===== src/logic/key_irq.sv =====
`timescale 1ns/1ps

module key_irq (
    input  logic       CLOCK_50,
    input  logic       KEY0,
    input  logic       key_strobe,
    input  logic [7:0] key_code,
    input  logic       irq_ack,
    output logic       key_irq,
    output logic [7:0] key_data
);
    logic strobe_d;
    logic strobe_rise;

    assign strobe_rise = key_strobe && !strobe_d;

    always_ff @(posedge CLOCK_50 or negedge KEY0) begin
        if (!KEY0) begin
            strobe_d <= 1'b0;
            key_data <= 8'd0;
            key_irq  <= 1'b0;
        end else begin
            strobe_d <= key_strobe;
            if (strobe_rise)
                key_data <= key_code;
            // a new key wins over an ack in the same cycle
            if (strobe_rise && key_code != 8'd0)
                key_irq <= 1'b1;
            else if (irq_ack)
                key_irq <= 1'b0;
        end
    end

endmodule


===== config.mk =====
export PLATFORM = sky130hd
export DESIGN_NAME = key_irq
export DESIGN_NICKNAME = d
export VERILOG_FILES = /design/src/logic/key_irq.sv
export SDC_FILE = /design/constraint.sdc
export NUM_CORES = 1
export LEC_CHECK = 0
export BUFFER_PORTS_ARGS = -buffer_cell sky130_fd_sc_hd__buf_4
export CORE_AREA = 2 2 39 41
export CTS_BUF_LIST = sky130_fd_sc_hd__clkbuf_4 sky130_fd_sc_hd__clkbuf_8
export DETAILED_ROUTE_END_ITERATION = 12
export DIE_AREA = 0 0 41 43
export GPL_TIMING_DRIVEN = 1
export PLACE_DENSITY = 0.56
export SYNTH_ARGS = -nofsm -noshare
export SYNTH_HDL_FRONTEND = slang
export SYNTH_SLANG_ARGS = --single-unit

===== constraint.sdc =====
create_clock -name CLOCK_50 -period 2.12 [get_ports CLOCK_50]
set_input_delay 0.424 -clock CLOCK_50 [delete_from_list [all_inputs] [get_ports CLOCK_50]]
set_output_delay 0.424 -clock CLOCK_50 [all_outputs]
set_load 0.02 [all_outputs]

**Word level (Yosys, flattened, before mapping)**

Cells that the tools add are included.

- Add/sub/neg operators: 0
- $mul: 0
- Div/mod/pow operators: 0
- Order comparisons: 0
- Equality and inequality tests: 0
- Shift operators: 0
- Mux-type cells: 2
- Bitwise operators: 0
- Reductions and logical operators: 5

Operator list:

| operator | number |
|---|---|
| $reduce_bool 8->1 | 1 |
| $logic_and 1x1->1 | 2 |
| $mux 1 | 2 |
| $reduce_bool 2->1 | 1 |
| $logic_not 1->1 | 1 |

- Register bits after elaboration: 10
- Bits in latches: 0
- Bits in writable memories: 0
- ROM bits: 0
- Bits of input ports: 12
- Output and inout port bits: 9
- Word-level logic and storage cells: 10
- Memories: 0

**Depth between registers and ports, before layout**

Gate-level depths: netlist (run 1).

- Word-level depth: 4
- Mapped depth: 4
- Depth with buffers taken out: 3

**Worst setup path before layout (run 1)**

OpenSTA, ideal clock, no wires.

- Kind: in2reg
- Start point: input port key_strobe
- End point: register key_data[0]
- Setup time: 0.125 ns
- Arrival time: 0.901 ns
- Required time: 1.995 ns
- Setup slack: 1.094 ns
- Stages on the path: 3
- Buffers on the path: 1
- Cell sequence: nand2b_4 buf_6 mux2_4

- Cells in the longest elaborated chain, start to end: 1

Ends and longest elaborated chain:

| what | line | text |
|---|---|---|
| from (decl) | 6 | `input logic key_strobe,` |
| $logic_and 1x1->1 | 15 | `assign strobe_rise = key_strobe && !strobe_d;` |
| to (signal assigned) | 25 | `key_data <= key_code;` |
| to (decl) | 10 | `output logic [7:0] key_data` |

No other way between the ends.
A chain may end at the register's enable or synchronous reset.

**Worst setup path after layout (run 1)**

- Start point: register key_data[5]
- End point: output port key_data[5]

No word-level cell between the ends.

==> impl_metrics.tcl, run 1 <==
set metrics [dict create \
    die-area_um2 1760 \
    yosysWarnings 0 \
    syn_inst 25 \
    clock_skew_ps 0.408 \
    synth_commonest_cells "dfrtp_1, mux2_4, nor4_1" \
    overflow 0 \
    period_minus_slack_ps 1230 \
    r2r-start "strobe_d" \
    holdPathStages 1 \
    synth_edf_count 0 \
    fin_util 0.445 \
    placed_area_um2 583 \
    vias_per_cell 4.38 \
    power_leakage_nw 0.324 \
    synth_area_leaders "dfrtp_1, mux2_4, nand2b_4" \
    wl_per_cell_um 13.1 \
    power_density_nw_per_um2 798 \
    synth.largest_area_cell "dfrtp_1" \
    m1WireLength_um 329 \
    critical_path_class "reg2out" \
    synth_top_area_frac 0.590 \
    ys_ff_latch 10 \
    rsz0062_at_grt "no" \
    ys_types 8 \
    worst_path_max_delay_cell "dfrtp_1" \
    grt_max_degree 11 \
    synth_compound_area_frac 0.0295 \
    crit_required_ps 1700 \
    post_cts_buffers 0 \
    drc 0 \
    synth-xor-area-share 0 \
    synth_simple_gate_area_share 0.0619 \
    vias 280 \
    crit_buf_inv 1 \
    tightest_slew_ps 324 \
    ys_seq_area_frac 0.590 \
    antenna_found_initial 0 \
    fmax_mhz 813 \
    port-buffer-count 20 \
    path_delay_family "flip-flops" \
    synth_mux_area_frac 0.283 \
    clk_pin_slew_ps 60 \
    timing_hold_violations_final 0 \
    cp.arrival_ps 810 \
    r2r_cells 2 \
    core.rowCount 14 \
    wirelength_um 840 \
    cpPeakStageDelay_ps 390 \
    cts-root-buf "clkbuf_4" \
    cp_max_fo 2 \
    hp-start "key_strobe" \
    wl_met3_um 49 \
    die_h_um 43 \
    ctsHtreeMaxLevel 1 \
    numCtsBuffers 3 \
    first_iter_violations 0 \
    relSlewSlack 0.782 \
    setup_viol 0 \
    grt_pass1_vias 286 \
    place.gp.congestion 0.726 \
    layout.nets 62 \
    routed.top_layer "met3" \
    clk_latency_ps 250 \
    status "finished, final reports clean" \
    fin_crit_sh 0.580 \
    die_w_um 41 \
    grt_usage 0.113 \
    max-cap-violations 0 \
    cp_cell_sequence "buf_4" \
    clock_path_buffers 2 \
    hold_end "strobe_d" \
    core_area_um2 1380 \
    final_cell_area_um2 616 \
    wl_met2_um 461 \
    cts.sinks 10 \
    peakVddDrop_v 0.000349 \
    endpoint_kind "output port" \
    rr_endpoint "key_data[5]" \
    synth_flop_cell "dfrtp_1" \
    ios 21 \
    drive_gt1_frac 0.667 \
    start_util 0.307 \
    hp-class "in2reg" \
    synth_fa_ha_area_frac 0 \
    grt_pass1_wl_mm 1.24 \
    synth_most_common_cell "dfrtp_1" \
    synth_top_family_by_area "multiplexers" \
    syn2layout_area_growth_pct 45.1 \
    drt_pass1_iterations 1 \
    synth_fp_nets 37 \
    setup_tns_ps 0 \
    cts_tree "done" \
    avgSynthCellArea_um2 17.0 \
    startpoint_type "register" \
    drtAntennaViolNets 0 \
    reg2reg_slack_ps 1100 \
    synthArstFlopShare 1.00 \
    finalMaxSlewViolations 0 \
    antennaDiodeCount 0 \
    mappedNetlistArea_um2 424 \
]
where the power goes:
part,total [mW],internal (mW),switching [mW],leakage [nW]
clock,0.122,0.0652,0.0572,0.0138
sequential,0.231,0.216,0.0147,0.118
combinational,0.138,0.0784,0.0598,0.192
total,0.491,0.360,0.132,0.324
timing repair:
item	4_1_cts	5_1_grt
resized for setup	0	0
hold endpoints to repair	10	0
hold buffers	1	0
endpoints found under the setup margin	0	0
state kept, by name, summed over array words and instances, names as in the netlist:
signal / cells
key_data: 8
key_irq: 1
strobe_d: 1
layout make-up:
cell class / count / area, um^2
Clock buffer: 3 / 22.5
Fill cell: 135 / 768
Timing Repair Buffer: 21 / 160
Sequential cell: 10 / 250
Inverter: 1 / 3.75
Tap cell: 16 / 20.0
Multi-Input combinational cell: 13 / 159
stage by stage:
stage / hold WS (ps) / power, mW / setup slack, ps / std cells
floorplan: 128 / 0.307 / 1090 / 25
global placement: 254 / 0.369 / 876 / 60
detailed placement: 258 / 0.372 / 870 / 60
CTS: 293 / 0.501 / 884 / 64
global route: 293 / 0.518 / 855 / 64
finish: 303 / 0.491 / 890 / 64
worst max path at each step:
stage                      startpoint  depth (start not counted)  slack, ps          end
after floorplan            key_strobe                          3       1090  key_data[0]
after global placement    key_code[7]                          4        880      key_irq
after detailed placement  key_code[7]                          4        870      key_irq
after CTS                 key_data[0]                          1        880  key_data[0]
after global routing      key_data[2]                          1        850  key_data[2]
final                     key_data[5]                          1        890  key_data[5]
cells by family (layout without fill, tap and decap cells):
| group | Yosys count | after routing |
|---|---|---|
| muxes | 8 | 8 |
| AOI/OAI and AO/OA | 2 | 2 |
| DFF | 10 | 10 |
| buffers and inverters | 2 | 25 |
| and+or+nand+nor | 3 | 3 |
metal layers:
metal | up-vias | track usage
met3 | 0 | 0.0681
met4 | 0 | 0.0600
li1 | 135 | -
met5 | - | 0
met2 | 7 | 0.175
met1 | 138 | 0.111
cells in the final DEF, fill, tap and decap left out:
cell,Yosys,final
nand2b_4,1,1
dfrtp_1,10,10
a21o_1,1,1
inv_1,1,1
mux2_4,8,8
dlygate4sd3_1,0,1
clkbuf_4,0,3
o21ai_0,1,1
buf_4,0,20
nor4_1,2,2
Power figures use the tool's default switching activity.
==> run 2, diff against run 1 <==
PLACE_DENSITY = 0.58   (was 0.56)
clock period = 1.1 ns   (was 2.12 ns; I/O delays follow)
==> run 2 against run 1 <==
Global-route usage increased by 0.62 points. Critical path depth unchanged. Cell count unchanged. First-iteration DRC count increased by 2. Clock power increased by 88%. Critical endpoint is now key_data[1]. Largest power group unchanged.
==> impl_metrics.tcl, run 2 (synthesis gave the netlist of run 1 again) <==
set metrics [dict create \
    syn2layout_area_growth_pct 45.1 \
    cp_cell_sequence "buf_4" \
    clockPowerShare 0.243 \
    wl_per_cell_um 13.2 \
    ios 21 \
    cts_resized 0 \
    first_iter_violations 2 \
    holdPathStages 1 \
    critical_path_class "reg2out" \
    seqPwrFrac 0.472 \
    die-area_um2 1760 \
    fmax_mhz 980 \
    timing_hold_violations_final 0 \
    power_density_nw_per_um2 1530 \
    r2r-start "strobe_d" \
    power_mw 0.945 \
    ctsHtreeMaxLevel 1 \
    status "finished, final reports clean" \
    cts_tree "done" \
    period_minus_slack_ps 1020 \
    hp-start "key_strobe" \
    antennaDiodeCount 0 \
    crit_buf_inv 1 \
    grt_pass1_vias 303 \
    cp.arrival_ps 800 \
    rsz0062_at_grt "no" \
    drtAntennaViolNets 0 \
    clock_path_buffers 2 \
    mostFrequentLayoutCells "buf_4, dfrtp_1, mux2_4, clkbuf_4, nor4_1" \
    grt_max_degree 11 \
    path_depth 1 \
    combPwrFrac 0.285 \
    switching_share 0.266 \
    vias_per_cell 4.42 \
    p_int_mw 0.693 \
    core.rowCount 14 \
    clk_pin_slew_ps 60 \
    fin_cells 64 \
    finalMaxSlewViolations 0 \
    relSlewSlack 0.793 \
    peakVddDrop_v 0.000719 \
    startpoint_type "register" \
    wirelength_um 846 \
    max-cap-violations 0 \
    drive_gt1_frac 0.667 \
    crit_required_ps 880 \
    post_cts_buffers 0 \
    worst_path_max_delay_cell "dfrtp_1" \
    endpoint_kind "output port" \
    largest_reg_flops 8 \
    whs_ps 100 \
    place.gp.congestion 0.734 \
    drc 0 \
    setup_tns_ps 0 \
    cpPeakStageDelay_ps 390 \
    cp_max_fo 2 \
    die_h_um 43 \
    clk_latency_ps 250 \
    reg_top3 "key_data (8), key_irq (1), strobe_d (1)" \
    vias 283 \
    switchingPower_mw 0.252 \
    core_area_um2 1380 \
    layout_commonest_cell "buf_4" \
    holdBufCountCts 1 \
    port-buffer-count 20 \
    tightest_slew_ps 308 \
    grt_pass1_wl_mm 1.43 \
    startpoint "key_data[1]" \
    antenna_found_initial 0 \
    hp-class "in2reg" \
    numCtsBuffers 3 \
    drt_pass1_iterations 2 \
    grt_usage 0.119 \
    top_register "key_data" \
    power_leakage_nw 0.324 \
    placed_cells 60 \
    overflow 0 \
    clock_skew_ps 3.80 \
    die_w_um 41 \
    fin_crit_sh 0.928 \
    cts-root-buf "clkbuf_4" \
    layout.nets 62 \
    r2r_cells 2 \
    start_util 0.307 \
    cts.sinks 10 \
    path_delay_family "flip-flops" \
    setup_viol 0 \
]
==> run 2: cell counts in the layout (fill, tap and decap cells not counted) <==
Identical to the previous run, type by type.
==> run 2: layer usage <==
| layer | vias up | part of all wire | track usage |
|---|---|---|---|
| met5 | - | 0 | 0 |
| met4 | 0 | 0 | 0.0400 |
| met3 | 0 | 0.069 | 0.0314 |
| met2 | 8 | 0.54 | 0.191 |
| met1 | 141 | 0.39 | 0.148 |
| li1 | 134 | - | - |
==> run 2: area by class of cell <==
cell class,count,area [um^2]
inverters,1,3.75
clock buffers,3,22.5
repair buffers,21,160
multi-input cells,13,159
well taps,16,20.0
fillers,125,768
flip-flops and latches,10,250
==> run 2: path summary, 6_finish.rpt <==
check | endpoint | slack, ps
setup / recovery | key_data[1] | 80
min in group asynchronous | key_data[7] | 330
max in group asynchronous | key_data[5] | 620
hold reg to reg | key_data[7] | 510
setup reg to reg | key_data[4] | 80
hold / removal | strobe_d | 100
==> run 2: metrics by stage <==
stage | instance area (um^2) | utilization | setup slack, ps
after detailed placement | 583 | 0.421 | 79.5
after floorplan | 424 | - | 88.2
after global routing | 616 | 0.445 | 47.0
final | 616 | 0.445 | 79.7
after CTS | 616 | 0.445 | 74.6
after global placement | 583 | 0.421 | 84.0
==> run 2: power groups by stage <==
stage	logic [mW]	registers, mW	clock network (mW)
after detailed placement	0.269	0.452	0
after global routing	0.286	0.451	0.266
final	0.269	0.446	0.229
after floorplan	0.0860	0.506	0
after CTS	0.273	0.446	0.236
after global placement	0.263	0.447	0
