**src/logic/mem_map_pkg.sv**
```systemverilog
package mem_map_pkg;

    // byte addresses on the CPU bus
    localparam logic [63:0] KEY_ADDR  = 64'h0000_0000_0000_0100;
    localparam logic [63:0] RAM_BASE  = 64'h0000_0000_0000_1000;

    // sdram window
    localparam logic [63:0] SDRAM_MIN = 64'h0000_0000_0080_0000;  // first byte inside
    localparam logic [63:0] SDRAM_MAX = 64'h0000_0000_0100_0000;  // first byte past the end

    // halfword index bits taken from the byte address
    localparam int SDRAM_IDX_LO = 1;
    localparam int SDRAM_IDX_HI = 22;

endpackage

```
**src/logic/access_pkg.sv**
```systemverilog
package access_pkg;

    localparam int ADDR_W       = 64;
    localparam int DATA_W       = 64;
    localparam int SDRAM_ADDR_W = 22;
    localparam int SDRAM_DATA_W = 16;

    // raw load/store codes, stores use the signed ones
    localparam logic [2:0] LS_LB  = 3'b000;
    localparam logic [2:0] LS_LH  = 3'b001;
    localparam logic [2:0] LS_LW  = 3'b010;
    localparam logic [2:0] LS_LD  = 3'b011;
    localparam logic [2:0] LS_LBU = 3'b100;
    localparam logic [2:0] LS_LHU = 3'b101;
    localparam logic [2:0] LS_LWU = 3'b110;

    // access size field
    localparam logic [1:0] SZ_BYTE   = 2'b00;
    localparam logic [1:0] SZ_HALF   = 2'b01;
    localparam logic [1:0] SZ_WORD   = 2'b10;
    localparam logic [1:0] SZ_DOUBLE = 2'b11;

    typedef union packed {
        logic [2:0] code;
        struct packed {
            logic       is_unsigned;  // zero extend on load
            logic [1:0] size;
        } f;
    } ls_type_t;

endpackage
```
**src/logic/sdram_bridge.sv**
```systemverilog
`timescale 1ns/1ps

module sdram_bridge (
    input  logic                                CLOCK_50,
    input  logic                                KEY0,
    input  logic                                sdram_req,
    output logic                                sdram_ack,
    input  logic [access_pkg::ADDR_W-1:0]       acc_addr,
    input  access_pkg::ls_type_t                acc_type,
    input  logic [access_pkg::DATA_W-1:0]       acc_wdata,
    input  logic                                acc_write,
    output logic [access_pkg::DATA_W-1:0]       sdram_rdata,
    output logic [access_pkg::SDRAM_ADDR_W-1:0] sdram_addr,
    output logic [access_pkg::SDRAM_DATA_W-1:0] sdram_wrdata,
    output logic [1:0]                          sdram_byte_en,
    output logic                                sdram_read_en,
    output logic                                sdram_write_en,
    input  logic [access_pkg::SDRAM_DATA_W-1:0] sdram_rddata,
    input  logic                                sdram_req_wait
);
    import access_pkg::*;
    import mem_map_pkg::*;

    logic [1:0] beat;          // halfword within the access
    logic [1:0] last_beat;
    logic       busy;
    logic       beat_done;
    logic       is_byte;

    assign is_byte   = acc_type.f.size == SZ_BYTE;
    assign busy      = sdram_read_en || sdram_write_en;
    assign beat_done = busy && !sdram_req_wait;

    always_comb begin
        case (acc_type.f.size)
            SZ_WORD:   last_beat = 2'd1;
            SZ_DOUBLE: last_beat = 2'd3;
            default:   last_beat = 2'd0;
        endcase
    end

    // lowest half first
    assign sdram_addr    = acc_addr[SDRAM_IDX_HI:SDRAM_IDX_LO] + SDRAM_ADDR_W'(beat);
    assign sdram_byte_en = !is_byte ? 2'b11 : (acc_addr[0] ? 2'b10 : 2'b01);
    assign sdram_wrdata  = is_byte ? {2{acc_wdata[7:0]}}
                                   : acc_wdata[SDRAM_DATA_W*beat +: SDRAM_DATA_W];

    always_ff @(posedge CLOCK_50 or negedge KEY0) begin
        if (!KEY0) begin
            sdram_ack      <= 1'b0;
            sdram_read_en  <= 1'b0;
            sdram_write_en <= 1'b0;
            beat           <= 2'd0;
        end else if (!sdram_req) begin
            sdram_ack <= 1'b0;
        end else if (!sdram_ack && !busy) begin
            sdram_read_en  <= !acc_write;
            sdram_write_en <= acc_write;
            beat           <= 2'd0;
        end else if (beat_done) begin
            if (beat == last_beat) begin
                sdram_read_en  <= 1'b0;
                sdram_write_en <= 1'b0;
                sdram_ack      <= 1'b1;
            end else begin
                beat <= beat + 2'd1;            // enable stays up for the next half
            end
        end
    end

    // read halves land at their place in the word
    always_ff @(posedge CLOCK_50) begin
        if (beat_done && sdram_read_en) begin
            if (is_byte)
                sdram_rdata <= {56'd0, acc_addr[0] ? sdram_rddata[15:8] : sdram_rddata[7:0]};
            else
                sdram_rdata[SDRAM_DATA_W*beat +: SDRAM_DATA_W] <= sdram_rddata;
        end
    end

    assert property (@(posedge CLOCK_50) disable iff (!KEY0)
        !(sdram_read_en && sdram_write_en));

    // a stalled beat keeps its enable and address
    assert property (@(posedge CLOCK_50) disable iff (!KEY0)
        busy && sdram_req_wait |=> busy && $stable(sdram_addr));

endmodule

```
**config.mk**
```make
export PLATFORM = sky130hd
export DESIGN_NAME = sdram_bridge
export DESIGN_NICKNAME = d
export VERILOG_FILES = /design/src/logic/mem_map_pkg.sv /design/src/logic/access_pkg.sv /design/src/logic/sdram_bridge.sv
export SDC_FILE = /design/constraint.sdc
export NUM_CORES = 1
export LEC_CHECK = 0
export BUFFER_PORTS_ARGS = -buffer_cell sky130_fd_sc_hd__buf_4
export CAP_MARGIN = 30
export CORE_AREA = 2 2 108 110
export CTS_CLUSTER_SIZE = 20
export DETAILED_ROUTE_END_ITERATION = 10
export DIE_AREA = 0 0 110 112
export GPL_TIMING_DRIVEN = 0
export PLACE_DENSITY = 0.73
export SLEW_MARGIN = 20
export SYNTH_ARGS = -nofsm -noshare
export SYNTH_HDL_FRONTEND = slang
export SYNTH_SLANG_ARGS = --single-unit
```
**constraint.sdc**
```tcl
create_clock -name CLOCK_50 -period 5.75 [get_ports CLOCK_50]
set_clock_uncertainty 0.2 [all_clocks]
set_input_delay 0.2875 -clock CLOCK_50 [delete_from_list [all_inputs] [get_ports CLOCK_50]]
set_output_delay 0.2875 -clock CLOCK_50 [all_outputs]
set_load 0.01 [all_outputs]
```
# Word-level counts from Yosys, hierarchy flattened
# Cells that the tools add are included.
[totals] register_bits=69 input_bits=152 output_inout_bits=107
[classes] addsub=3 eq_ne=7 shifts=3 n_mux=18 reduce_logical=14
[op_table] op="$bwmux W64" n=1
[op_table] op="$shift A16 B34 Y64 const A" n=1
[op_table] op="$shiftx A16 B34 Y64" n=1
[op_table] op="$shiftx A64 B7 Y16" n=1
[op_table] op="$neg A6 Y34" n=1
[op_table] op="$add A22 B2 Y22" n=1
[op_table] op="$mux W16" n=1
[op_table] op="$mux W8" n=2
[op_table] op="$mux W2" n=5
[op_table] op="$reduce_and A3 Y1" n=3
[op_table] op="$mux W1" n=8
[op_table] op="$eq A2 B2 Y1 const B" n=2
[op_table] op="$logic_not A1 Y1" n=4
[op_table] op="$ne A2 B1 Y1 const B" n=2
[op_table] op="$ne A2 B2 Y1 const B" n=2
[op_table] op="$pmux W2 S2" n=1
[op_table] op="$reduce_bool A2 Y1" n=2
[op_table] op="$logic_and A1 B1 Y1" n=3
[op_table] op="$add A2 B1 Y2 const B" n=1
[op_table] op="$eq A2 B2 Y1" n=1
[op_table] op="$logic_not A2 Y1" n=1
[op_table] op="$logic_or A1 B1 Y1" n=1

# Logic depth before layout (Yosys ltp)
[depth] word_depth=7 ltp_mapped=8 depth_no_buf=6

# Least setup slack after synthesis
# OpenSTA, ideal clock, no wires.
[synth_timing] kind="register to register" startpoint="register sdram_read_en" endpoint="register sdram_rdata[0] (netlist bit) (enable)" setup_time_ns=0.373 arrival_ns=3.604 t_required_ns=5.177 path_slack_ns=1.573 stages_incl_launch_ff=3 cell_sequence="dfrtp_1 nor2b_1 nor2b_1"
[synth_via] elab_chain_cells=3
[synth_rtl] item="start: declaration" line_no="sdram_bridge.sv:16" source="output logic sdram_read_en,"
[synth_rtl] item="start signal: assignment" line_no="sdram_bridge.sv:57" source="sdram_read_en <= !acc_write;"
[synth_rtl] item="$logic_or A1 B1 Y1" line_no="sdram_bridge.sv:31" source="assign busy = sdram_read_en || sdram_write_en;"
[synth_rtl] item="$logic_and A1 B1 Y1" line_no="sdram_bridge.sv:32" source="assign beat_done = busy && !sdram_req_wait;"
[synth_rtl] item="$logic_and A1 B1 Y1 *" line_no="sdram_bridge.sv:73" source="if (beat_done && sdram_read_en) begin"
[synth_rtl] item="end signal: assignment" line_no="sdram_bridge.sv:75" source="sdram_rdata <= {56'd0, acc_addr[0] ? sdram_rddata[15:8] : sdram_rddata[7:0]};"
[synth_rtl] item="end signal: indexed assignment" line_no="sdram_bridge.sv:77" source="sdram_rdata[SDRAM_DATA_W*beat +: SDRAM_DATA_W] <= sdram_rddata;"
[synth_rtl] item="end: declaration" line_no="sdram_bridge.sv:12" source="output logic [access_pkg::DATA_W-1:0] sdram_rdata,"
# Mark *: on every way between the ends. The rest lies on a longest branch, timed or not.
# A chain may end at the register's enable or synchronous reset.

# Worst setup path after layout
[layout_timing] startpoint="register beat[1]" endpoint="output port sdram_addr[21] (netlist bit)"
[layout_via] elab_chain_cells=1
[layout_rtl] item="start: declaration" line_no="sdram_bridge.sv:24" source="logic [1:0] beat;"
[layout_rtl] item="start signal: assignment" line_no="sdram_bridge.sv:66" source="beat <= beat + 2'd1;"
[layout_rtl] item="$add A22 B2 Y22" line_no="sdram_bridge.sv:43" source="assign sdram_addr = acc_addr[SDRAM_IDX_HI:SDRAM_IDX_LO] + SDRAM_ADDR_W'(beat);"
[layout_rtl] item="end: declaration" line_no="sdram_bridge.sv:13" source="output logic [access_pkg::SDRAM_ADDR_W-1:0] sdram_addr,"
# No other way between the ends.

==> results.json <==
{
  "status": "finished clean",
  "drtIter0Drc": 379,
  "gp_congestion": 0.821,
  "drive_above_1_share": 0.392,
  "cts_resized": 0,
  "num-nets-final": 820,
  "drv_cap": 0,
  "cts_buffers": 9,
  "final_core_util": 0.583,
  "maxSlewViolCount": 0,
  "wl_per_cell_um": 18.6,
  "p_per_area_mw_per_mm2": 425,
  "synth_area_per_cell_um2": 10.1,
  "min_period_ns": 2.90,
  "setup_viol": 0,
  "cp-start-kind": "flip-flop",
  "relSlewSlack": 0.560,
  "synth_cell_types": 48,
  "place_ws_ns": 2.91,
  "synth_top_area_share": 0.443,
  "yosysMostFrequentCell": "edfxtp_1",
  "async_flop_share": 0.0725,
  "final_hold_viol_count": 0,
  "start_util": 0.388,
  "yosysWarnings": 0,
  "postPlaceCellArea_mm2": 0.00618,
  "fin_ws_ns": 2.85,
  "synth_area_leader_cell": "edfxtp_1",
  "syn-num-nets": 589,
  "fp.dieArea_mm2": 0.0123,
  "instances_no_fill": 807,
  "port_buffers": 216,
  "hold_buffers": 2,
  "end_kind": "output port",
  "tightest_slew_ns": 0.659,
  "path_cells": "ha_1, a21o_1, nand4_1, nor4_1, xor2_1, buf_4",
  "leakagePower_uw": 0.00284,
  "postCtsSetupRepairBufs": 0,
  "final_area_mm2": 0.00651,
  "arrival_ns": 2.41,
  "synth.top_cells.by_count": "edfxtp_1, nor2_1, nor2b_1",
  "dp_cells": 790,
  "synth_top_cells_by_area": "edfxtp_1, nor2b_1, a21oi_1",
  "track_usage": 0.238,
  "fmaxAchievable_ghz": 0.345,
  "grt_max_degree": 29,
  "clk_pin_slew_ns": 0.05,
  "clock_latency_ns": 0.33,
  "drt-pass1-iter-count": 4,
  "rsz0062_at_grt": "false",
  "h-tree-depth": 3,
  "die_y_um": 112,
  "cts_buffer_depth": 2,
  "antenna_cells": 0,
  "drc": 0,
  "min-delay-path-class": "in -> reg",
  "synthFlopType": "edfxtp_1",
  "cts-root-buf": "clkbuf_16",
  "ys_ff_latch": 69,
  "rows": 39,
  "postSynthCellCount": 429,
  "setup_tns_ns": 0,
  "die_w_um": 110,
  "ioPinCount": 259,
  "syn_area_mm2": 0.00434,
  "ir_drop_mv": 0.221,
  "slowest_delay_ns": 0.49,
  "grt-ovfl-total": 0,
  "clock-sinks": 69,
  "worst-setup-path-type": "reg -> out",
  "ant_nets": 0,
  "antenna_found_initial": 0,
  "synth_edf_count": 64,
  "post-dp-hpwl_mm": 11.7,
  "area_growth_pct": 50.1,
  "cp_slowest_cell": "dfrtp_1",
  "path_max_fanout": 9,
  "grt_pass1_vias": 4255,
  "wl_mm": 15.0,
  "via_per_inst": 5.37,
  "crit_required_ns": 5.26,
  "cts_tree": "built",
  "grt_pass1_wl_mm": 22.2,
  "seq_area_frac_synth": 0.472,
  "fin_crit_sh": 0.504,
  "via_count": 4331,
  "fp.coreArea_mm2": 0.0112
}
report_power, final:
group | total [µW] | internal [µW] | switching [µW] | leakage, µW
clock network | 579 | 377 | 202 | 0.000150
registers | 836 | 749 | 86.9 | 0.000673
logic | 1350 | 632 | 718 | 0.00201
total | 2770 | 1760 | 1010 | 0.00284
placed cells by master, fill, tap and decap left out, types with 2 or more instances in the layout:
cell type      instances
clkbuf_1               7
nor2_2                 2
xor2_1                10
and4_1                 4
nor2b_1               50
mux2i_1                8
inv_1                  6
a221oi_1               8
buf_12                 2
o22ai_1                8
edfxtp_1              64
nand2_1               35
nand3_1                6
buf_1                  5
a21oi_1               49
nor2_1                63
xnor2_1               11
dlygate4sd3_1          2
nor4_1                 2
ha_1                   7
mux4_2                 8
buf_4                218
nand4_1                5
buf_2                 10
a22o_1                16
nor3_1                 8
bufinv_16              2
nand2b_1               9
clkbuf_16              9
dfrtp_1                5
flip-flops by register name, summed over array words and instances, names as in the netlist:
| name | cells |
|---|---|
| beat | 2 |
| sdram_ack | 1 |
| sdram_rdata | 64 |
| sdram_read_en | 1 |
| sdram_write_en | 1 |
final timing paths:
path,startpoint,endpoint,slack (ns),cells after the start
max,beat[1],sdram_addr[21],2.85,6
min,sdram_req,sdram_read_en,0.05,3
max reg2reg,beat[1],sdram_rdata[6],2.91,6
min reg2reg,sdram_ack,sdram_ack,0.38,2
max in group asynchronous,KEY0,sdram_write_en,5.13,2
min in group asynchronous,KEY0,beat[1],0.11,2
metrics by stage:
stage	hold slack (ns)	power (µW)
final	0.0505	2770
after global routing	0.0673	2930
after detailed placement	-0.108	2200
after CTS	0.0435	2780
after global placement	-0.109	2150
after floorplan	-0.208	1610
cells by family (layout without fill, tap and decap cells):
logic type | Yosys count | count (layout) | synth area share
xor+xnor | 21 | 21 | 0.0424
buf+inv | 29 | 264 | 0.0314
compound gates | 92 | 92 | 0.140
simple gates | 194 | 194 | 0.229
flops | 69 | 69 | 0.472
fa+ha+maj | 8 | 8 | 0.0248
mux | 16 | 16 | 0.0600
routing by layer:
layer | vias up | track usage | share of wire
met3 | 35 | 0.0691 | 0.10
met4 | 0 | 0.103 | 0.035
met1 | 2061 | 0.270 | 0.36
met5 | - | 0 | 0
met2 | 209 | 0.408 | 0.50
li1 | 2026 | - | -
final cells by class:
cell class	count	area, µm²
fillers	980	4660
repair buffers	220	1680
multi-input cells	331	2160
clock inverters	4	73.8
flip-flops and latches	69	2050
plain buffers	23	114
clock buffers	11	233
well taps	143	179
inverters	6	22.5
critical path, delay by kind of cell, from the launching register on:
family                     cells  cell delay [ns]
DFF                            1             0.49
buffers and inverters          1             0.15
and+or+nand+nor                2             0.80
adders and majority gates      1             0.33
xor gates and xnor gates       1             0.19
AOI/OAI and AO/OA              1             0.12
No activity file was read; power rests on OpenSTA's default activity.
