[src/logic/mem_map_pkg.sv]
package mem_map_pkg;

    // byte addresses on the CPU bus
    localparam logic [63:0] KEY_ADDR  = 64'h0000_0000_0000_0100;
    localparam logic [63:0] RAM_BASE  = 64'h0000_0000_0000_1000;

    // sdram window
    localparam logic [63:0] SDRAM_MIN = 64'h0000_0000_0080_0000;  // first byte inside
    localparam logic [63:0] SDRAM_MAX = 64'h0000_0000_0100_0000;  // first byte past the end

    // halfword index bits taken from the byte address
    localparam int SDRAM_IDX_LO = 1;
    localparam int SDRAM_IDX_HI = 22;

endpackage

[src/logic/access_pkg.sv]
package access_pkg;

    localparam int ADDR_W       = 64;
    localparam int DATA_W       = 64;
    localparam int SDRAM_ADDR_W = 22;
    localparam int SDRAM_DATA_W = 16;

    // raw load/store codes, stores use the signed ones
    localparam logic [2:0] LS_LB  = 3'b000;
    localparam logic [2:0] LS_LH  = 3'b001;
    localparam logic [2:0] LS_LW  = 3'b010;
    localparam logic [2:0] LS_LD  = 3'b011;
    localparam logic [2:0] LS_LBU = 3'b100;
    localparam logic [2:0] LS_LHU = 3'b101;
    localparam logic [2:0] LS_LWU = 3'b110;

    // access size field
    localparam logic [1:0] SZ_BYTE   = 2'b00;
    localparam logic [1:0] SZ_HALF   = 2'b01;
    localparam logic [1:0] SZ_WORD   = 2'b10;
    localparam logic [1:0] SZ_DOUBLE = 2'b11;

    typedef union packed {
        logic [2:0] code;
        struct packed {
            logic       is_unsigned;  // zero extend on load
            logic [1:0] size;
        } f;
    } ls_type_t;

endpackage
[src/logic/bus_sequencer.sv]
`timescale 1ns/1ps

module bus_sequencer #(
    parameter int RAM_WORDS = 1024
) (
    input  logic                          CLOCK_50,
    input  logic                          KEY0,
    input  logic [access_pkg::ADDR_W-1:0] bus_address,
    input  logic [access_pkg::DATA_W-1:0] bus_write_data,
    input  access_pkg::ls_type_t          bus_ls_type,
    input  logic                          bus_read_enable,
    input  logic                          bus_write_enable,
    output logic [access_pkg::DATA_W-1:0] bus_read_data,
    output logic                          bus_read_done,
    output logic                          bus_write_done,
    output logic                          ram_req,
    input  logic                          ram_ack,
    input  logic [access_pkg::DATA_W-1:0] ram_rdata,
    output logic                          sdram_req,
    input  logic                          sdram_ack,
    input  logic [access_pkg::DATA_W-1:0] sdram_rdata,
    output logic [access_pkg::ADDR_W-1:0] acc_addr,
    output access_pkg::ls_type_t          acc_type,
    output logic [access_pkg::DATA_W-1:0] acc_wdata,
    output logic                          acc_write,
    input  logic [7:0]                    key_data
);
    import access_pkg::*;
    import mem_map_pkg::*;

    localparam logic [ADDR_W-1:0] RAM_END = RAM_BASE + ADDR_W'(4 * RAM_WORDS);

    localparam logic [1:0] TGT_NONE  = 2'd0;
    localparam logic [1:0] TGT_RAM   = 2'd1;
    localparam logic [1:0] TGT_SDRAM = 2'd2;
    localparam logic [1:0] TGT_KEY   = 2'd3;

    localparam logic [2:0] S_IDLE    = 3'd0;
    localparam logic [2:0] S_LOCAL   = 3'd1;  // key or unmapped, no target
    localparam logic [2:0] S_REQ     = 3'd2;
    localparam logic [2:0] S_RELEASE = 3'd3;  // wait for ack to drop
    localparam logic [2:0] S_DONE    = 3'd4;

    logic [2:0]        state;
    logic [1:0]        sel;
    logic [1:0]        target;
    logic              start;
    logic              target_ack;
    logic [DATA_W-1:0] target_rdata;
    logic [DATA_W-1:0] raw_data;
    logic [DATA_W-1:0] load_ext;
    logic              sign_ok;

    always_comb begin
        if (bus_address == KEY_ADDR)
            sel = TGT_KEY;
        else if (bus_address >= RAM_BASE && bus_address < RAM_END)
            sel = TGT_RAM;
        else if (bus_address >= SDRAM_MIN && bus_address < SDRAM_MAX)
            sel = TGT_SDRAM;
        else
            sel = TGT_NONE;
    end

    assign start        = state == S_IDLE && (bus_read_enable || bus_write_enable);
    assign target_ack   = (target == TGT_RAM) ? ram_ack : sdram_ack;
    assign target_rdata = (target == TGT_RAM) ? ram_rdata : sdram_rdata;

    // extend the right-aligned raw data
    always_comb begin
        sign_ok = !acc_type.f.is_unsigned;
        case (acc_type.code)
            LS_LB, LS_LBU: load_ext = {{56{sign_ok & raw_data[7]}}, raw_data[7:0]};
            LS_LH, LS_LHU: load_ext = {{48{sign_ok & raw_data[15]}}, raw_data[15:0]};
            LS_LW, LS_LWU: load_ext = {{32{sign_ok & raw_data[31]}}, raw_data[31:0]};
            LS_LD:         load_ext = raw_data;
            default:       load_ext = '0;
        endcase
    end

    always_ff @(posedge CLOCK_50) begin
        if (start) begin
            acc_addr  <= bus_address;
            acc_type  <= bus_ls_type;
            acc_wdata <= bus_write_data;
            raw_data  <= '0;                    // unmapped reads return zero
        end else if (state == S_REQ && target_ack) begin
            raw_data <= target_rdata;
        end
    end

    always_ff @(posedge CLOCK_50 or negedge KEY0) begin
        if (!KEY0) begin
            state          <= S_IDLE;
            target         <= TGT_NONE;
            bus_read_done  <= 1'b1;
            bus_write_done <= 1'b1;
            bus_read_data  <= '0;
            ram_req        <= 1'b0;
            sdram_req      <= 1'b0;
            acc_write      <= 1'b0;
        end else begin
            case (state)
                S_IDLE: begin
                    if (start) begin
                        if (bus_read_enable)
                            bus_read_done <= 1'b0;
                        if (bus_write_enable)
                            bus_write_done <= 1'b0;
                        acc_write <= bus_write_enable;
                        target    <= sel;
                        ram_req   <= sel == TGT_RAM;
                        sdram_req <= sel == TGT_SDRAM;
                        state     <= (sel == TGT_RAM || sel == TGT_SDRAM) ? S_REQ : S_LOCAL;
                    end
                end
                S_LOCAL: state <= S_DONE;
                S_REQ: begin
                    if (target_ack) begin
                        ram_req   <= 1'b0;
                        sdram_req <= 1'b0;
                        state     <= S_RELEASE;
                    end
                end
                S_RELEASE: begin
                    if (!target_ack)
                        state <= S_DONE;
                end
                S_DONE: begin
                    if (acc_write) begin
                        bus_write_done <= 1'b1;
                    end else begin
                        bus_read_done <= 1'b1;
                        bus_read_data <= (target == TGT_KEY) ? {{(DATA_W-8){1'b0}}, key_data}
                                                             : load_ext;
                    end
                    state <= S_IDLE;
                end
                default: state <= S_IDLE;
            endcase
        end
    end

    // one target at a time on the req/ack side
    assert property (@(posedge CLOCK_50) disable iff (!KEY0) !(ram_req && sdram_req));

endmodule

[config.mk]
export PLATFORM = sky130hd
export DESIGN_NAME = bus_sequencer
export DESIGN_NICKNAME = d
export VERILOG_FILES = /design/src/logic/mem_map_pkg.sv /design/src/logic/access_pkg.sv /design/src/logic/bus_sequencer.sv
export SDC_FILE = /design/constraint.sdc
export NUM_CORES = 1
export LEC_CHECK = 0
export BUFFER_PORTS_ARGS = -buffer_cell sky130_fd_sc_hd__buf_2
export CAP_MARGIN = 10
export CORE_AREA = 2 2 184 186
export CTS_CLUSTER_DIAMETER = 50
export DETAILED_ROUTE_END_ITERATION = 7
export DIE_AREA = 0 0 186 188
export SYNTH_ARGS = -nofsm -noshare
export SYNTH_HDL_FRONTEND = slang
export SYNTH_SLANG_ARGS = --single-unit
export TNS_END_PERCENT = 5
[constraint.sdc]
create_clock -name CLOCK_50 -period 12.5 [get_ports CLOCK_50]
set_clock_uncertainty 0.05 [all_clocks]
set_input_delay 3.125 -clock CLOCK_50 [delete_from_list [all_inputs] [get_ports CLOCK_50]]
set_output_delay 3.125 -clock CLOCK_50 [all_outputs]
set_load 0.05 [all_outputs]
; ---- After elaboration in Yosys (flattened, before gate mapping)
; Index checks and enable logic that the tools add are counted.
; W data, S select, Z words.
[totals]
in_bits = 273
ff_bits = 269
[op_classes]
magnitude_cmp = 4
n_eq_ne = 22
n_reduce_logical = 20
bitwise = 4
n_mux = 25
[op_table]
columns = op, n
row1 = $pmux W64 S4, 1
row2 = $mux W64, 2
row3 = $eq A64 B9 Y1 const B, 1
row4 = $ge A64 B13 Y1 const B, 1
row5 = $ge A64 B24 Y1 const B, 1
row6 = $lt A64 B14 Y1 const B, 1
row7 = $lt A64 B25 Y1 const B, 1
row8 = $ne A2 B2 Y1 const B, 7
row9 = $eq A3 B2 Y1 const B, 4
row10 = $eq A3 B3 Y1 const B, 4
row11 = $pmux W3 S4, 1
row12 = $mux W1, 10
row13 = $mux W3, 3
row14 = $mux W2, 4
row15 = $pmux W1 S2, 4
row16 = $reduce_and A4 Y1, 2
row17 = $eq A3 B1 Y1 const B, 2
row18 = $logic_not A3 Y1, 2
row19 = $reduce_and A3 Y1, 2
row20 = $reduce_or A2 Y1, 3
row21 = $eq A2 B1 Y1 const B, 2
row22 = $eq A2 B2 Y1 const B, 2
row23 = $logic_and A1 B1 Y1, 4
row24 = $reduce_and A2 Y1, 2
row25 = other kinds (5), 9

; ---- Logic depth before layout (Yosys ltp)
; Gate-level depths: netlist of run 1.
[depth]
depth_word = 10
ltp_mapped = 9
depth_no_buf = 9

; ---- Worst setup path before layout of run 1
; OpenSTA, ideal clock, no wires.
[synth_timing]
path_type = input -> register
start = in bus_write_enable
end = reg acc_addr[0] (netlist name), enable pin
t_arrival_ps = 7229
path_stages = 5
path_slack_ps = 4674
path_buffers = 1
setup_ps = 547
cell_sequence = nor2_1 > nor2_1 > nand2_1 > inv_1 > clkbuf_1
[synth_via]
elab_chain_len = 2
[synth_rtl]
columns = item, line_no
row1 = from (decl), bus_sequencer.sv:12  ; input logic bus_write_enable,
row2 = $logic_or A1 B1 Y1, bus_sequencer.sv:65  ; assign start = state == S_IDLE && (bus_read_enable || bus_write_enable);
row3 = $logic_and A1 B1 Y1, bus_sequencer.sv:65
row4 = net start, bus_sequencer.sv:47  ; logic start;
row5 = to (signal assigned), bus_sequencer.sv:83  ; acc_addr <= bus_address;
row6 = to (decl), bus_sequencer.sv:22  ; output logic [access_pkg::ADDR_W-1:0] acc_addr,
; The timed path passes the listed nets, and every way through them passes these cells.
; A chain may end at the register's enable or synchronous reset.

; ---- Final worst setup path of run 1
[layout_timing]
start = in bus_write_enable
end = reg acc_wdata[42] (netlist name), enable pin
[layout_via]
elab_chain_len = 2
[layout_rtl]
columns = item, line_no
row1 = $logic_or A1 B1 Y1, bus_sequencer.sv:65
row2 = $logic_and A1 B1 Y1, bus_sequencer.sv:65
row3 = to (signal assigned), bus_sequencer.sv:85  ; acc_wdata <= bus_write_data;
row4 = to (decl), bus_sequencer.sv:24  ; output logic [access_pkg::DATA_W-1:0] acc_wdata,
; No other way between the ends.

==> qor.csv, run 1 <==
metric,value,unit
run status,"complete, no violations",
die area,0.0350,sq mm
Tot Pwr,3.08,mW
CP Buf/Inv Count,3,
share of the synthesized area in the top cell type,38.6,%
Crit. End Element,flip-flop,
synthesized flop and latch total,269,
VDD IR-drop max,121,uV
Final Max Slew Viols,0,
DR vias,7936,
nets,1528,
num rows,67,
routed wl met3,2.30,mm
metal2 WL,17.0,mm
total of max-cap violations,0,
DRT antenna net count,0,
sequential share of the synthesized area,69.4,%
Int Power,1.89,mW
Max Freq,195,MHz
"Hold Vio Cnt, Final",0,
max layer used,met5,
critical path class,in2reg,
Leak,5.87,nW
setup tns final,0,ns
Final Util,42.7,%
Synth Cell Area,0.0102,sq mm
die span in x,186,um
largest cells by area after synthesis,"edfxtp_1 (39%), dfrtp_1 (18%), dfxtp_1 (13%)",
Post-CTS Setup Inserts,0,
Cells after Synth,791,
cell area after layout,0.0141,sq mm
CTS buffer count,36,
r2r worst-path depth,6,
Worst Hold Path Cells,2,
Post-CTS Hold Buffers,0,
critical path data required time,12.58,ns
syn_area_per_cell,12.9,sq um
global-route wire length before repair,46.1,mm
Final GP Congestion,0.829,
Flop pwr share,38.1,%
synthesized net count,1066,
initial antenna violation count,11,
Worst Slack Setup Final,7.36,ns
Synth area leader,edfxtp_1,
pre-CTS WS,6.84,ns
DP Wirelength,23.6,mm
via density per instance,4.58,
YS warnings,0,
Die Y,188,um
Net Switching,1.19,mW
Setup Viol. Count Final,0,
GRT Total Usage,17.4,%
Crit path depth,6,
CTS H-tree lvls,2,
CP max stage cell,buf_4,
I/O pin total,473,
initial DRC count,297,
drt pass-1 iters,7,
IO Port Bufs,472,
Sw Ratio,38.5,%
startpoint class of the critical path,input pin,
CP Max Fanout,118,
Root Buffer Master,clkbuf_16,
Clock power frac,32.9,%
Core Area,0.0331,sq mm
critical path's top delay family,buffers and inverters,
Worst Tran Pin Value,1.04,ns
Crit path largest cell delay,0.91,ns
fin crit period,5.14,ns
Hold Path Class,reg2reg,
vias in the first global route,7885,
fraction of layout cells with a size suffix above 1,43.6,%
synth unique cells,41,
Slew headroom,30.5,%
clk_lat worst skew,0.51,ns
routed wire length,31.7,mm
CP cell instances,"buf_2, nor2_1, nor2_1, nand2_1, inv_8, buf_4",
Worst-path clk slew,0.06,ns
WP data arrival,5.22,ns
logic gate share of total power,28.9,%
Post-route DRC,0,
Final Cycle Share,41.1,%
CTS tree,yes,
PD cells,218,mW/mm^2
M1 WL,11.6,mm
largest net degree at the start of global routing,119,
cell mode on critical path,nor2_1,
post-CTS sizing,0,
worst-case clock buffer depth,3,
total gr overflow,0,
RSZ-0062 raised after global routing,no,
clk sinks,269,
Initial Util,30.7,%
routed len/inst,18.3,um
Area growth syn-to-layout,38.7,%
Placed Area,0.0129,sq mm
-- cell type report --
cell class	instances	area, sq um
tap	448	561
clock buffer	46	978
multi-input combinational	464	2840
inverter	4	22.5
timing repair buffer	478	2410
fill	3215	19000
sequential	269	7070
clock inverter	18	226
antenna	7	17.5
-- stage by stage --
step           instances  hold slack, ns
6_report            1734           0.419
5_1_grt             1734           0.456
4_1_cts             1727           0.428
3_5_place_dp        1663           0.415
3_3_place_gp        1663           0.408
2_1_floorplan        791           0.406
-- worst register-to-register path, cell delays in order (launching register included) --
cell and delay, ns:
dfrtp_1 0.42, nor2b_4 0.47, mux2i_1 0.22, and3b_4 0.62, buf_4 0.78, nor2_1 0.20
a211oi_1 0.27
-- metal layers --
metal  vias up  GRT usage, %
met1      3726          18.7
met4         2          6.54
met3        46          4.58
li1       3845             -
met5         -             0
met2       317          32.3
-- registers in the layout, indices dropped and copies added (netlist names) --
signal	cells
acc_type	3
raw_data	64
bus_write_done	1
bus_read_done	1
acc_addr	64
ram_req	1
bus_read_data	64
target	2
state	3
sdram_req	1
acc_wdata	64
acc_write	1
-- path summary, 6_finish.rpt --
kind,start,end,slack (ns)
worst min register to register,bus_read_data[1],bus_read_data[1],0.42
min in group asynchronous,KEY0,bus_read_data[11],2.48
worst max-delay path,bus_write_enable,acc_wdata[42],7.36
max in group asynchronous,KEY0,bus_read_data[45],8.93
worst max register to register,target[1],raw_data[25],9.37
worst min-delay path,bus_read_data[1],bus_read_data[1],0.42
-- logic make-up after synthesis --
kind of cell	Yosys count	share of synthesized area, %
simple gates	186	7.78
fa+ha+maj	2	0.246
buf+inv	58	2.85
mux	65	6.39
flops	269	69.4
compound gates	211	13.3
-- cells in the final DEF (no fill, tap or decap), drive strengths merged --
master,n
dfstp,2
a21o,1
a31o,1
nor3,6
nand2,77
nor4,14
dfxtp,64
and3b,1
nand3,2
clkbuf,46
inv,8
ha,2
nand3b,1
a22oi,8
bufinv,3
a31oi,1
clkinv,11
nor3b,2
nand4,2
and2,1
nor2,76
mux2i,65
nand2b,2
edfxtp,131
nor2b,2
o21ai,68
a21oi,62
a211oi,65
a41oi,1
a22o,3
dfrtp,72
buf,478
diode,7
o21bai,1
-- power by group through the flow --
| stage | logic (mW) | clock network (mW) | registers (mW) |
|---|---|---|---|
| after detailed placement | 0.902 | 0 | 1.19 |
| after floorplan | 0.186 | 0 | 1.68 |
| final | 0.891 | 1.02 | 1.18 |
| after global routing | 0.944 | 1.07 | 1.19 |
| after global placement | 0.900 | 0 | 1.19 |
| after CTS | 0.902 | 1.04 | 1.18 |
-- synthesized netlist by cell type --
library cell,instances
nor2_1,76
o21ai_1,30
nand2b_1,1
ha_1,2
edfxtp_1,131
clkbuf_2,1
inv_1,4
nor3b_1,2
nand2_1,77
buf_1,2
dfrtp_1,72
nand3b_1,1
nor3_1,6
buf_4,11
buf_2,24
a22oi_1,8
o21bai_1,1
a211oi_2,10
mux2i_1,65
nor4_1,14
o21ai_0,38
and3b_1,1
a21oi_2,1
a211oi_1,54
a211oi_4,1
and2_1,1
dfstp_2,2
a21o_1,1
a41oi_1,1
a22o_1,3
a31o_4,1
nand3_2,1
nor2b_1,1
clkbuf_1,16
a31oi_4,1
nand2b_4,1
nor2b_2,1
a21oi_1,61
nand4_1,2
nand3_1,1
dfxtp_1,64
(Power assumes the default switching activity.)
==> inputs of run 2 (changes only) <==
- ABC_AREA: default -> 1
- CORE_AREA: 2 2 184 186 -> 2 2 182 184
- DIE_AREA: 0 0 186 188 -> 0 0 184 186
- clock period: 12.5 -> 4.7 ns (I/O delays scaled with it)
==> qor.csv, run 2 <==
metric,value,unit
fin crit period,2.85,ns
Synth top cells by count,"nand2_1 (295), edfxtp_1 (131), o21ai_0 (101)",
Area growth syn-to-layout,35.3,%
Root Buffer Master,clkbuf_16,
Die Y,186,um
Crit. End Element,flip-flop,
clk_lat worst skew,0.50,ns
Final GP Congestion,0.854,
synth unique cells,36,
post-CTS sizing,0,
Synth Cell Area,0.0108,sq mm
setup tns final,0,ns
Worst setup endpoint,bus_read_data[39],
Slew headroom,29.7,%
IO Port Bufs,472,
die span in x,184,um
Post-CTS Setup Inserts,0,
Post-Place Cells,1913,
fraction of layout cells with a size suffix above 1,36.2,%
Post-route DRC,0,
Final Util,45.2,%
flop2flop setup slack,1.85,ns
global-route wire length before repair,51.5,mm
CP cell instances,"inv_2, nand3_2, nand2_2, nor2_2, inv_2, nand3_2, inv_2, nand2_1, nand2_1",
run status,"complete, no violations",
total gr overflow,0,
drt pass-1 iters,5,
Synth area leader,edfxtp_1,
critical path class,reg2reg,
Worst Tran Pin Value,1.05,ns
initial DRC count,397,
YS warnings,0,
Worst-path clk slew,0.06,ns
most frequent cells in the layout,"buf_2 (471), nand2_1 (294), edfxtp_1 (131), o21ai_0 (101), nor2_1 (95)",
sequential share of the synthesized area,65.7,%
Core Area,0.0322,sq mm
CTS tree,yes,
CTS H-tree lvls,2,
final hold slack,0.397,ns
initial antenna violation count,11,
Final Max Slew Viols,0,
num rows,66,
share of the synthesized area in the top cell type,36.6,%
Cells after Synth,1087,
VDD IR-drop max,320,uV
Critical path origin,acc_type[2],
reg-to-reg endpoint,bus_read_data[39],
vias in the first global route,8938,
synthesized flop and latch total,269,
die area,0.0342,sq mm
"commonest non-fill, non-tap cell in the layout",buf_2,
critical path data required time,5.09,ns
largest net degree at the start of global routing,137,
Max Freq,351,MHz
syn_area_per_cell,9.90,sq um
nets,1818,
Crit path largest cell delay,0.59,ns
Setup Viol. Count Final,0,
DP Wirelength,26.2,mm
PD cells,572,mW/mm^2
synthesized net count,1362,
CTS buffer count,35,
Final Cycle Share,60.6,%
routed len/inst,17.9,um
via density per instance,4.71,
number of synthesized flops with an enable pin,131,
"Hold Vio Cnt, Final",0,
pre-CTS WS,1.75,ns
RSZ-0062 raised after global routing,no,
Main synth FF type,edfxtp_1,
Fillers,3170,
Worst Slack Setup Final,1.85,ns
I/O pin total,473,
Post-CTS Hold Buffers,0,
routed wire length,35.5,mm
worst-case clock buffer depth,3,
WP data arrival,3.24,ns
GRT Total Usage,19.9,%
CP max stage cell,nand2_2,
critical path's top delay family,simple AND/OR/NAND/NOR gates,
CP Buf/Inv Count,3,
Hold Path Class,reg2reg,
DRT antenna net count,0,
startpoint class of the critical path,flip-flop,
cell mode on critical path,inv_2,
CP Max Fanout,34,
Leak,6.87,nW
multi-input logic area,0.00316,sq mm
largest cells by area after synthesis,"edfxtp_1 (37%), dfrtp_1 (17%), dfxtp_1 (12%)",
Reg-to-Reg Start,acc_type[2],
r2r worst-path depth,9,
DR vias,9327,
Initial Util,33.4,%
clk sinks,269,
register area,0.00707,sq mm
Crit path depth,9,
total of max-cap violations,0,
post-synthesis async set-or-reset flop share,27.5,%
fin cells,1982,
"count leader, synth",nand2_1,
run 2: routing by layer:
metal	vias to the layer above	wire length [um]	GRT usage, %
li1	4558	-	-
met4	2	1320	8.16
met3	68	2560	4.91
met5	-	13	0
met1	4319	13200	21.8
met2	380	18400	36.7
run 2: logic make-up after synthesis:
| logic type | after synthesis | synth area share (%) |
|---|---|---|
| adders and majority gates | 2 | 0.233 |
| DFF | 269 | 65.7 |
| buffers and inverters | 123 | 4.98 |
| and+or+nand+nor | 488 | 18.8 |
| AOI/OAI and AO/OA | 205 | 10.3 |
run 2: how the worst min path moves through the flow:
| stage | startpoint | endpoint | cells after the start |
|---|---|---|---|
| detailed placement | raw_data[56] | raw_data[56] | 2 |
| CTS | raw_data[56] | raw_data[56] | 2 |
| global placement | raw_data[45] | raw_data[45] | 2 |
| floorplan | raw_data[61] | raw_data[61] | 2 |
| global route | raw_data[48] | raw_data[48] | 2 |
| finish | raw_data[52] | raw_data[52] | 2 |
run 2: stage by stage:
stage | cell area, sq um | total power [mW]
6_report | 14600 | 8.33
5_1_grt | 14500 | 8.67
4_1_cts | 14500 | 8.42
3_5_place_dp | 13400 | 5.85
2_1_floorplan | 10800 | 5.10
3_3_place_gp | 13400 | 5.83
run 2: final cells by class:
class | count | area share [%]
tap | 408 | 3.51
inverter | 61 | 1.57
timing repair buffer | 481 | 16.9
sequential | 269 | 48.6
clock inverter | 18 | 1.20
antenna | 7 | 0.120
multi-input combinational | 695 | 21.7
clock buffer | 43 | 6.44
run 2: worst reg2reg max path: cells and delay by family (launching register included):
kind | cells | cell delay, ns
buffers and inverters | 3 | 0.68
AND/OR/NAND/NOR | 6 | 1.56
flip-flops | 1 | 0.50
run 2: power breakdown:
group / internal (mW) / switching [mW] / total [mW]
Combinational: 0.482 / 2.15 / 2.63
Clock: 1.54 / 1.01 / 2.55
Sequential: 2.99 / 0.152 / 3.14
==> inputs of run 3 (changes only) <==
- ABC_AREA: 1 -> 0
- CORE_AREA: 2 2 182 184 -> 2 2 185 187
- DIE_AREA: 0 0 184 186 -> 0 0 187 189
- clock period: 4.7 -> 2.8 ns (I/O delays scaled with it)
==> qor.csv, run 3 (synthesis gave the netlist of run 1 again) <==
metric,value,unit
critical path class,in2reg,
Max Freq,442,MHz
Worst Slack Setup Final,0.536,ns
Post-route DRC,0,
Core Area,0.0333,sq mm
CTS H-tree lvls,2,
Flop pwr share,38.6,%
CP cell instances,"buf_2, nor4_1, buf_4, nand4_1, nor3_1, o21ai_0, inv_1, ha_1, nor2_1, o21bai_1, a21oi_1",
I/O pin total,473,
PD cells,961,mW/mm^2
startpoint class of the critical path,input pin,
Post-CTS Hold Buffers,0,
fin crit period,2.26,ns
CP Buf/Inv Count,3,
Area growth syn-to-layout,39.9,%
CP max stage cell,nor4_1,
WP data arrival,2.64,ns
met3 Use GR,5.26,%
vias in the first global route,7806,
run status,"complete, no violations",
cell area after layout,0.0142,sq mm
largest net degree at the start of global routing,77,
Hold Path Class,in2async,
fin cells,1743,
CTS buffer count,34,
CTS tree,yes,
IO Port Bufs,472,
die span in x,187,um
"Hold Vio Cnt, Final",0,
most frequent cells in the layout,"buf_2 (471), edfxtp_1 (131), nand2_1 (76), nor2_1 (75), dfrtp_1 (72)",
Net Switching,5.32,mW
Final GP Congestion,0.890,
VDD IR-drop max,503,uV
GRT Total Usage,17.6,%
Crit. End Element,flip-flop,
Sw Ratio,38.9,%
global-route wire length before repair,47.2,mm
routed len/inst,18.4,um
M1 GR Usage,19.7,%
DR vias,7892,
"commonest non-fill, non-tap cell in the layout",buf_2,
critical path data required time,3.17,ns
total of max-cap violations,0,
Final Util,42.8,%
worst-case clock buffer depth,3,
CP Max Fanout,2,
Int Power,8.36,mW
critical path's top delay family,simple AND/OR/NAND/NOR gates,
register area,0.00707,sq mm
Placed Area,0.0131,sq mm
clk sinks,269,
Leak,5.92,nW
initial antenna violation count,8,
fraction of layout cells with a size suffix above 1,43.8,%
die area,0.0353,sq mm
Final Max Slew Viols,0,
Post-Place Cells,1675,
Worst Tran Pin Value,0.853,ns
Crit path largest cell delay,0.44,ns
drt pass-1 iters,5,
clk_lat worst skew,0.50,ns
DP Wirelength,24.4,mm
total gr overflow,0,
num rows,67,
Setup Viol. Count Final,0,
post-CTS sizing,0,
most used routing layer in global routing,met2,
RSZ-0062 raised after global routing,no,
logic gate share of total power,30.3,%
Final Cycle Share,80.8,%
Root Buffer Master,clkbuf_16,
Fillers,3162,
via density per instance,4.53,
Die Y,189,um
met2 Use GR,32.5,%
Post-CTS Setup Inserts,0,
Initial Util,30.6,%
nets,1538,
DRT antenna net count,0,
Worst-path clk slew,0.06,ns
Clock power frac,31.0,%
Slew headroom,42.7,%
routed wire length,32.1,mm
initial DRC count,331,
multi-input logic area,0.00284,sq mm
pre-CTS WS,-0.107,ns
[run 3: cell count changes in the layout (fill, tap and decap cells not counted), moves of 10 or more]
cell / delta
o21ai_0: -63
nand2_1: -218
a211oi_1: +54
nor4_1: +14
mux2i_1: +65
inv_1: -49
nor2_1: -20
a211oi_2: +10
nand3_1: -77
[run 3: area by class of cell]
class	instances	area share, %
sequential	269	49.6
multi-input combinational	464	19.9
timing repair buffer	490	18.3
clock buffer	49	6.90
tap	448	3.94
clock inverter	13	0.958
inverter	4	0.158
antenna	6	0.105
[run 3: per-stage QoR]
stage	setup TNS, ns	total power [mW]	hold WS, ns
2_1_floorplan	0	8.21	0.354
3_3_place_gp	-0.0772	9.56	0.410
4_1_cts	0	13.9	0.0884
6_report	0	13.7	0.0951
3_5_place_dp	-0.129	9.58	0.415
5_1_grt	0	14.2	0.106
[run 3: path summary, 6_finish.rpt]
| path | from | to | slack [ns] | depth (start not counted) |
|---|---|---|---|---|
| min in group CLOCK_50 | bus_write_data[33] | acc_wdata[33] | 0.32 | 1 |
| max in group asynchronous | KEY0 | bus_read_data[43] | 1.98 | 2 |
| worst max register to register | state[2] | acc_wdata[52] | 0.66 | 4 |
| worst min register to register | bus_read_data[0] | bus_read_data[0] | 0.42 | 2 |
| worst min-delay path | KEY0 | bus_read_data[21] | 0.1 | 1 |
| worst max-delay path | bus_address[31] | state[1] | 0.54 | 11 |
[run 3: power groups by stage]
stage,clock network [mW],registers (mW),logic (mW)
6_report,4.25,5.28,4.15
5_1_grt,4.53,5.33,4.37
4_1_cts,4.37,5.29,4.21
3_5_place_dp,0,5.37,4.20
3_3_place_gp,0,5.37,4.20
2_1_floorplan,0,7.38,0.834
[run 3: routing by layer]
layer  part of all wire (%)  wire (um)
met3                    7.8       2500
met1                     38      12200
met5                  0.041         13
met4                    2.0        634
met2                     52      16700
[run 3: worst reg2reg max path, cell delays in order, from the launching register on]
cell and delay (ns):
dfrtp_1 0.48, nor2_1 0.22, nand2_1 0.23, inv_8 0.47, buf_12 0.37
